$ cat src/verilog/pod_cfg_pkg.sv
// pod configuration package
// geometry of the pod row, tile coordinate format and the framing
// of the serial tag line that carries each pod's reset level

package pod_cfg_pkg;

  // row geometry
  localparam int NUM_PODS_X    = 2;
  localparam int NUM_TILES_X   = 2;
  localparam int TOTAL_TILES_X = NUM_PODS_X * NUM_TILES_X;

  // global coordinate widths
  localparam int X_CORD_WIDTH = 7;
  localparam int Y_CORD_WIDTH = 7;

  // tag frame is start bit, node id, payload
  localparam int TAG_NODE_WIDTH = 1;

  // registers between the tag payload and the pod
  localparam int RESET_CHAIN_STAGES = 2;

  typedef struct packed {
    logic [X_CORD_WIDTH-1:0] x;
    logic [Y_CORD_WIDTH-1:0] y;
  } tile_cord_s;

  // tag receiver position within a frame
  typedef enum logic [1:0] {
    TAG_IDLE = 2'd0,
    TAG_NODE = 2'd1,
    TAG_DATA = 2'd2
  } tag_state_e;

endpackage

$ cat src/verilog/sdr_link_pkg.sv
// sdr link package
// packet format, i/o channel format and buffering constants shared by
// the north sdr blocks, their fifos and their credit counters

package sdr_link_pkg;

  // packet fields
  localparam int ADDR_WIDTH = 8;
  localparam int DATA_WIDTH = 16;

  // buffering on both ends of the link
  localparam int LG_FIFO_DEPTH = 3;
  localparam int FIFO_DEPTH    = 1 << LG_FIFO_DEPTH;

  // one token returns this many credits
  localparam int LG_CREDIT_TO_TOKEN_DECIMATION = 1;
  localparam int CREDITS_PER_TOKEN             = 1 << LG_CREDIT_TO_TOKEN_DECIMATION;

  // carried through the link, not decoded here
  typedef enum logic [1:0] {
    OP_LOAD  = 2'd0,
    OP_STORE = 2'd1,
    OP_AMO   = 2'd2
  } sdr_op_e;

  typedef struct packed {
    sdr_op_e               op;
    logic [ADDR_WIDTH-1:0] addr;
    logic [DATA_WIDTH-1:0] data;
  } sdr_pkt_s;

  // i/o side channel, v high for one cycle per packet
  typedef struct packed {
    logic     v;
    sdr_pkt_s pkt;
  } sdr_io_s;

endpackage

$ cat src/verilog/pod_row_sdr.sv
// pod row sdr edge
// one row of pods with its north sdr blocks. a tag client per pod
// recovers the pod reset level from the serial tag line and each
// tile's north block forwards reset, coordinates and packets between
// the core ports and the i/o links.

`timescale 1ns/10ps

module pod_row_sdr
  import pod_cfg_pkg::*;
  import sdr_link_pkg::*;
  (input  logic                           core_clk_i
  , input  logic                           rst_n_i
  , input  logic                           tag_bit_i
  , input  tile_cord_s [TOTAL_TILES_X-1:0] global_cord_i
  , output logic       [TOTAL_TILES_X-1:0] pod_reset_o
  , output tile_cord_s [TOTAL_TILES_X-1:0] pod_cord_o
  , input  logic       [TOTAL_TILES_X-1:0] core_v_i
  , input  sdr_pkt_s   [TOTAL_TILES_X-1:0] core_pkt_i
  , output logic       [TOTAL_TILES_X-1:0] core_ready_o
  , output logic       [TOTAL_TILES_X-1:0] core_v_o
  , output sdr_pkt_s   [TOTAL_TILES_X-1:0] core_pkt_o
  , input  logic       [TOTAL_TILES_X-1:0] core_ready_i
  , output sdr_io_s    [TOTAL_TILES_X-1:0] io_fwd_o
  , input  logic       [TOTAL_TILES_X-1:0] io_token_i
  , input  sdr_io_s    [TOTAL_TILES_X-1:0] io_fwd_i
  , output logic       [TOTAL_TILES_X-1:0] io_token_o
  );

  logic [NUM_PODS_X-1:0] pod_reset_lo;

  for (genvar p = 0; p < NUM_PODS_X; p++) begin : pod
    tag_client #(
      .node_id_p(TAG_NODE_WIDTH'(p))
    ) tc (
      .core_clk_i  (core_clk_i)
      ,.rst_n_i    (rst_n_i)
      ,.tag_bit_i  (tag_bit_i)
      ,.pod_reset_o(pod_reset_lo[p])
    );
  end

  // tiles of a pod share that pod's reset level
  for (genvar t = 0; t < TOTAL_TILES_X; t++) begin : tile
    sdr_link_north sdr_n (
      .core_clk_i    (core_clk_i)
      ,.rst_n_i      (rst_n_i)
      ,.core_reset_i (pod_reset_lo[t / NUM_TILES_X])
      ,.global_cord_i(global_cord_i[t])
      ,.pod_reset_o  (pod_reset_o[t])
      ,.pod_cord_o   (pod_cord_o[t])
      ,.core_v_i     (core_v_i[t])
      ,.core_pkt_i   (core_pkt_i[t])
      ,.core_ready_o (core_ready_o[t])
      ,.core_v_o     (core_v_o[t])
      ,.core_pkt_o   (core_pkt_o[t])
      ,.core_ready_i (core_ready_i[t])
      ,.io_fwd_o     (io_fwd_o[t])
      ,.io_token_i   (io_token_i[t])
      ,.io_fwd_i     (io_fwd_i[t])
      ,.io_token_o   (io_token_o[t])
    );
  end

endmodule

$ cat src/verilog/sdr_credit_counter.sv
// sdr credit counter
// tracks free slots in the remote receive fifo. starts full, spends
// one credit per packet sent and gets a decimated batch back on each
// returning token.

`timescale 1ns/10ps

module sdr_credit_counter
  import sdr_link_pkg::*;
  (input  logic core_clk_i
  , input  logic rst_n_i
  , input  logic send_i
  , input  logic token_i
  , output logic credit_avail_o
  );

  logic [LG_FIFO_DEPTH:0] count_r;
  logic [LG_FIFO_DEPTH:0] count_n;

  // send and token may land in the same cycle
  always_comb begin
    count_n = count_r;
    if (send_i) begin
      count_n = count_n - 1'b1;
    end
    if (token_i) begin
      count_n = count_n + (LG_FIFO_DEPTH+1)'(CREDITS_PER_TOKEN);
    end
  end

  always_ff @(posedge core_clk_i or negedge rst_n_i) begin
    if (!rst_n_i) begin
      count_r <= (LG_FIFO_DEPTH+1)'(FIFO_DEPTH);
    end else begin
      count_r <= count_n;
    end
  end

  assign credit_avail_o = (count_r != '0);

endmodule

$ cat src/verilog/sdr_fifo.sv
// sdr fifo
// circular buffer of sdr packets with a wrap bit on each pointer to
// tell full from empty. head is presented combinationally, popped
// with yumi_i.

`timescale 1ns/10ps

module sdr_fifo
  import sdr_link_pkg::*;
  (input  logic     core_clk_i
  , input  logic     rst_n_i
  , input  logic     v_i
  , input  sdr_pkt_s pkt_i
  , output logic     full_o
  , output logic     v_o
  , output sdr_pkt_s pkt_o
  , input  logic     yumi_i
  );

  sdr_pkt_s mem_r [FIFO_DEPTH];
  logic [LG_FIFO_DEPTH:0] wr_ptr_r;
  logic [LG_FIFO_DEPTH:0] rd_ptr_r;

  // same slot, different lap means full
  assign full_o = (wr_ptr_r[LG_FIFO_DEPTH] != rd_ptr_r[LG_FIFO_DEPTH])
               && (wr_ptr_r[LG_FIFO_DEPTH-1:0] == rd_ptr_r[LG_FIFO_DEPTH-1:0]);
  assign v_o    = (wr_ptr_r != rd_ptr_r);
  assign pkt_o  = mem_r[rd_ptr_r[LG_FIFO_DEPTH-1:0]];

  always_ff @(posedge core_clk_i) begin
    if (v_i) begin
      mem_r[wr_ptr_r[LG_FIFO_DEPTH-1:0]] <= pkt_i;
    end
  end

  always_ff @(posedge core_clk_i or negedge rst_n_i) begin
    if (!rst_n_i) begin
      wr_ptr_r <= '0;
      rd_ptr_r <= '0;
    end else begin
      if (v_i) begin
        wr_ptr_r <= wr_ptr_r + 1'b1;
      end
      if (yumi_i) begin
        rd_ptr_r <= rd_ptr_r + 1'b1;
      end
    end
  end

endmodule

$ cat src/verilog/sdr_link_north.sv
// north sdr block
// one per tile on the north edge. registers the pod reset level and
// the tile coordinates on their way into the pod, sends core packets
// out over a credit-controlled forward link, and buffers packets from
// the link for the core, returning one token per decimated batch of
// dequeues.

`timescale 1ns/10ps

module sdr_link_north
  import pod_cfg_pkg::*;
  import sdr_link_pkg::*;
  (input  logic       core_clk_i
  , input  logic       rst_n_i
  , input  logic       core_reset_i
  , input  tile_cord_s global_cord_i
  , output logic       pod_reset_o
  , output tile_cord_s pod_cord_o
  , input  logic       core_v_i
  , input  sdr_pkt_s   core_pkt_i
  , output logic       core_ready_o
  , output logic       core_v_o
  , output sdr_pkt_s   core_pkt_o
  , input  logic       core_ready_i
  , output sdr_io_s    io_fwd_o
  , input  logic       io_token_i
  , input  sdr_io_s    io_fwd_i
  , output logic       io_token_o
  );

  logic tx_full;
  logic tx_v;
  sdr_pkt_s tx_pkt;
  logic credit_avail;
  logic send;
  logic io_v_r;
  sdr_pkt_s io_pkt_r;

  logic rx_full;
  logic rx_yumi;
  logic [LG_CREDIT_TO_TOKEN_DECIMATION-1:0] deq_cnt_r;
  logic io_token_r;

  // reset level and coordinates toward the pod
  always_ff @(posedge core_clk_i or negedge rst_n_i) begin
    if (!rst_n_i) begin
      pod_reset_o <= 1'b0;
    end else begin
      pod_reset_o <= core_reset_i;
    end
  end

  always_ff @(posedge core_clk_i) begin
    pod_cord_o <= global_cord_i;
  end

  // transmit path
  assign core_ready_o = ~tx_full;

  sdr_fifo tx_fifo (
    .core_clk_i (core_clk_i)
    ,.rst_n_i   (rst_n_i)
    ,.v_i       (core_v_i & ~tx_full)
    ,.pkt_i     (core_pkt_i)
    ,.full_o    (tx_full)
    ,.v_o       (tx_v)
    ,.pkt_o     (tx_pkt)
    ,.yumi_i    (send)
  );

  sdr_credit_counter credits (
    .core_clk_i     (core_clk_i)
    ,.rst_n_i       (rst_n_i)
    ,.send_i        (send)
    ,.token_i       (io_token_i)
    ,.credit_avail_o(credit_avail)
  );

  assign send = tx_v & credit_avail;

  always_ff @(posedge core_clk_i or negedge rst_n_i) begin
    if (!rst_n_i) begin
      io_v_r <= 1'b0;
    end else begin
      io_v_r <= send;
    end
  end

  always_ff @(posedge core_clk_i) begin
    io_pkt_r <= tx_pkt;
  end

  assign io_fwd_o = '{v: io_v_r, pkt: io_pkt_r};

  // receive path, remote never overruns thanks to credits
  sdr_fifo rx_fifo (
    .core_clk_i (core_clk_i)
    ,.rst_n_i   (rst_n_i)
    ,.v_i       (io_fwd_i.v)
    ,.pkt_i     (io_fwd_i.pkt)
    ,.full_o    (rx_full)
    ,.v_o       (core_v_o)
    ,.pkt_o     (core_pkt_o)
    ,.yumi_i    (rx_yumi)
  );

  assign rx_yumi = core_v_o & core_ready_i;

  // token on every wrap of the dequeue count
  always_ff @(posedge core_clk_i or negedge rst_n_i) begin
    if (!rst_n_i) begin
      deq_cnt_r  <= '0;
      io_token_r <= 1'b0;
    end else begin
      io_token_r <= rx_yumi & (&deq_cnt_r);
      if (rx_yumi) begin
        deq_cnt_r <= deq_cnt_r + 1'b1;
      end
    end
  end

  assign io_token_o = io_token_r;

endmodule

$ cat src/verilog/tag_client.sv
// tag client
// receives frames on the shared serial tag line. a frame is a start
// bit, the node id and one payload bit. frames addressed to node_id_p
// update the held reset level, which then passes through a short
// register chain toward the pod.

`timescale 1ns/10ps

module tag_client
  import pod_cfg_pkg::*;
  #(parameter logic [TAG_NODE_WIDTH-1:0] node_id_p = '0
  )
  (input  logic core_clk_i
  , input  logic rst_n_i
  , input  logic tag_bit_i
  , output logic pod_reset_o
  );

  tag_state_e state_r;
  tag_state_e state_n;
  logic node_hit_r;
  logic payload_r;
  logic [RESET_CHAIN_STAGES-1:0] chain_r;

  // one bit per state, line idles low
  always_comb begin
    state_n = state_r;
    case (state_r)
      TAG_IDLE: begin
        if (tag_bit_i) begin
          state_n = TAG_NODE;
        end
      end
      TAG_NODE: begin
        state_n = TAG_DATA;
      end
      TAG_DATA: begin
        state_n = TAG_IDLE;
      end
      default: begin
        state_n = TAG_IDLE;
      end
    endcase
  end

  always_ff @(posedge core_clk_i or negedge rst_n_i) begin
    if (!rst_n_i) begin
      state_r    <= TAG_IDLE;
      node_hit_r <= 1'b0;
      payload_r  <= 1'b0;
      chain_r    <= '0;
    end else begin
      state_r <= state_n;
      if (state_r == TAG_NODE) begin
        node_hit_r <= (TAG_NODE_WIDTH'(tag_bit_i) == node_id_p);
      end
      // other nodes' frames leave the level alone
      if ((state_r == TAG_DATA) && node_hit_r) begin
        payload_r <= tag_bit_i;
      end
      chain_r <= {chain_r[RESET_CHAIN_STAGES-2:0], payload_r};
    end
  end

  assign pod_reset_o = chain_r[RESET_CHAIN_STAGES-1];

endmodule

$ cat config.mk
export PLATFORM = sky130hd
export DESIGN_NAME = pod_row_sdr
export DESIGN_NICKNAME = d
export VERILOG_FILES = /design/src/verilog/pod_cfg_pkg.sv /design/src/verilog/sdr_link_pkg.sv /design/src/verilog/pod_row_sdr.sv /design/src/verilog/sdr_credit_counter.sv /design/src/verilog/sdr_fifo.sv /design/src/verilog/sdr_link_north.sv /design/src/verilog/tag_client.sv
export SDC_FILE = /design/constraint.sdc
export NUM_CORES = 2
export LEC_CHECK = 0
export BUFFER_PORTS_ARGS = -buffer_cell sky130_fd_sc_hd__clkbuf_2
export CAP_MARGIN = 25
export CELL_PAD_IN_SITES_DETAIL_PLACEMENT = 1
export CELL_PAD_IN_SITES_GLOBAL_PLACEMENT = 1
export CORE_MARGIN = 1
export CORE_UTILIZATION = 45
export CTS_CLUSTER_SIZE = 28
export DETAILED_ROUTE_END_ITERATION = 8
export PLACE_DENSITY_LB_ADDON = 0.1
export SLEW_MARGIN = 0
export SYNTH_ARGS = -nofsm -noshare
export SYNTH_HDL_FRONTEND = slang
export SYNTH_SLANG_ARGS = --single-unit
$ cat constraint.sdc
create_clock -name core_clk_i -period 9.2 [get_ports core_clk_i]
set_clock_uncertainty 0.1 [all_clocks]
set_input_delay 1.84 -clock core_clk_i [delete_from_list [all_inputs] [get_ports core_clk_i]]
set_output_delay 1.84 -clock core_clk_i [all_outputs]
set_load 0.01 [all_outputs]
==> metrics <==
outcome=finished clean; Worst EP required=7260 ps; Post-synth EDFFs=1664; average footprint of a synthesized cell=22.57 um2; min Tclk post-route=5225 ps; Worst Hold Class=register to register; Yosys reg bits=1930; f_max=0.1914 GHz; WS Path Type=register to output port; Setup crit start=tile[2].sdr_n.rx_fifo.rd_ptr_r[0]; latest clock arrival within the worst-skew pair=820 ps; Syn Nets=3467; Routed WL per cell=26.73 um; Post-Synthesis Cells=3160; Worst Tran Pin Value=953.3 ps; synth unique cells=46; RSZ-0062 raised after global routing=false; CP max stage cell=dfrtp_4; CP Cell Sequence=buf_4 > mux4_2 > mux2_2 > clkbuf_2; hold path startpoint=pod[0].tc.chain_r[0]; VDD IR max=228.6 uV; GRT overflow=0; drt total wl=162.8 mm; Slew Limit Fails=0; Crit path largest cell delay=770 ps; P_leak=28.56 nW; mapped cell area=71320 um2; Core Area=156800 um2; TNS Setup=0 ps; post-synth top area share=0.7006; Cell Pwr Density=333.5 nW/um2; Post-CTS Setup Repair Bufs=0; largest net degree at the start of global routing=58; Pre-antenna DRT Iters=5; Die Ht=400.1 um; clk sink count=1930; nets=4169; Die W=400.1 um; Synth area leader=edfxtp_1; clk buf depth=3; Main synth FF type=edfxtp_1; CTS root buf=clkbuf_16; Post-synth top cells=edfxtp_1 (1664), mux4_2 (416), mux2_2 (225); num rows=145; Vias/cell=5.453; Final Hold Vio Count=0; IO Port Bufs=566; crit path max fanout=32; Total GRT Usage=0.2041; Max-Cap Viols=0; DPL Wire Length=99.28 mm; Ports=567; post-synthesis sequential area ratio=0.7828; Clock Pin Slew Worst Setup and Hold Paths=60 ps; reg-to-reg startpoint=tile[2].sdr_n.tx_fifo.rd_ptr_r[1]; fin crit share=0.5680; Area contributors post-synth=edfxtp_1 (70%), mux4_2 (13%), dfxtp_1 (4.5%), dfrtp_1 (3.6%), mux2_2 (3.6%); share of cells above drive strength 1=0.4179; count leader, synth=edfxtp_1; Yosys warnings=0; post-synthesis async set-or-reset flop share=0.05492; via count=33220; die footprint=160100 um2; Final setup viols=0; hold_buf cts=0; Placer Congestion=0.7400; DRC=0; Worst Path Buf+Inv=2; antenna violations before repair=24; vias in the first global route=36400; Layout area overhead=17.81%; CP delay by family, top=multiplexers; first-pass GRT wire length=239.2 mm; Design Power=28.02 mW; CTS Buf Count=199; H-tree depth=4; ANT nets after route=0; TritonCTS clock tree=yes; WP data arrival=3290 ps; post_cts resized=0; Crit. End Element=output port; starting density of the core=0.4550; Critical Path Source Type=register; Slew headroom=0.3610; number of DRC markers in iteration 0=1929
[metal layers]
metal	share of wire	track usage	vias to the layer above
met5	0.0013	0	-
met4	0.017	0.04828	34
met3	0.059	0.04729	238
li1	-	-	14390
met1	0.42	0.2664	17770
met2	0.51	0.3468	788
[layout make-up]
cell class              instances  area (um2)
flip-flops and latches       1930       55870
well taps                    2058        2575
multi-input cells            1055       15010
clock inverters                72       797.0
fillers                     13750       72730
inverters                      20       75.07
diodes                          3       7.507
clock buffers                 297        5786
repair buffers                656        3890
[kinds of logic (layout without fill, tap and decap cells)]
family	count (synthesis)	count (layout)	share of synthesized area
buffers and inverters	175	1045	0.01142
other	0	3	0
multiplexers	648	648	0.1679
adder cells (fa/ha/maj)	24	24	0.004211
AND/OR/NAND/NOR	246	246	0.01718
AO/OA/AOI/OAI	39	39	0.004421
flip-flops	1930	1930	0.7828
XOR/XNOR	98	98	0.01204
[flip-flops by register name, summed over array words and instances, names as in the netlist]
signal / cells
tile.sdr_n.tx_fifo.wr_ptr_r: 16
tile.sdr_n.pod_reset_o: 2
tile.sdr_n.tx_fifo.mem_r: 832
tile.sdr_n.rx_fifo.rd_ptr_r: 16
pod.tc.state_r: 4
pod.tc.payload_r: 2
tile.sdr_n.deq_cnt_r: 4
pod.tc.chain_r: 4
tile.sdr_n.pod_cord_o: 56
tile.sdr_n.credits.count_r: 16
tile.sdr_n.rx_fifo.mem_r: 832
tile.sdr_n.rx_fifo.wr_ptr_r: 16
tile.sdr_n.io_fwd_o: 104
tile.sdr_n.io_token_o: 4
pod.tc.node_hit_r: 2
tile.sdr_n.io_v_r: 4
tile.sdr_n.tx_fifo.rd_ptr_r: 16
[layout by cell type (no fill, tap or decap), types with 7 or more instances in the layout]
master,count
mux4_2,416
edfxtp_1,1664
bufinv_16,12
nand4_1,11
ha_1,24
dfrtp_1,81
nor3_2,20
and3_1,8
buf_4,66
mux2_2,225
clkbuf_1,61
nor3_1,15
xnor2_1,55
a31oi_1,7
nor2_1,21
nand2_1,45
buf_12,14
clkbuf_2,565
nor2b_1,8
nand3_1,28
clkbuf_16,205
nand2b_1,20
dfxtp_1,160
clkinv_2,29
dfrtp_2,13
buf_16,10
clkinv_1,16
dfrtp_4,8
and2_1,7
inv_1,20
clkbuf_8,31
nor2_2,19
nor2_4,26
xor2_1,43
[worst register-to-register path, stage by stage (launching register included)]
cell	delay, ps
dfrtp_2	340
buf_4	640
xor2_1	220
nor4_2	550
nor2_1	260
mux2i_1	280
ha_1	210
nand2_1	110
a211o_1	290
o2111ai_1	80
[power breakdown]
group	internal, mW	switching (mW)
sequential	11.2	1.07
clock	4.69	3.27
combinational	3.77	3.98
total	19.7	8.33
[path summary, 6_finish.rpt]
| check | endpoint | depth (start not counted) | slack (ps) |
|---|---|---|---|
| max reg2reg | tile[2].sdr_n.credits.count_r[3] | 9 | 6040 |
| min in group asynchronous | tile[2].sdr_n.tx_fifo.wr_ptr_r[2] | 1 | 900 |
| min | pod[0].tc.chain_r[1] | 0 | 220 |
| max | core_pkt_o[59] | 4 | 3970 |
| min reg2reg | pod[0].tc.chain_r[1] | 0 | 220 |
| max in group asynchronous | tile[0].sdr_n.tx_fifo.rd_ptr_r[0] | 2 | 6840 |
[stage by stage]
step	std cells	hold WS, ps	setup slack (ps)	instance area, um2	util
floorplan	3160	231.2	4780	71320	-
CTS	6086	233.3	3792	83960	0.5357
global placement	5695	237.9	4726	76870	0.4904
global route	6088	237.7	3692	84010	0.5360
detailed placement	5717	236.3	4668	77380	0.4937
finish	6091	224.5	3975	84020	0.5360
Power figures use the tool's default switching activity.
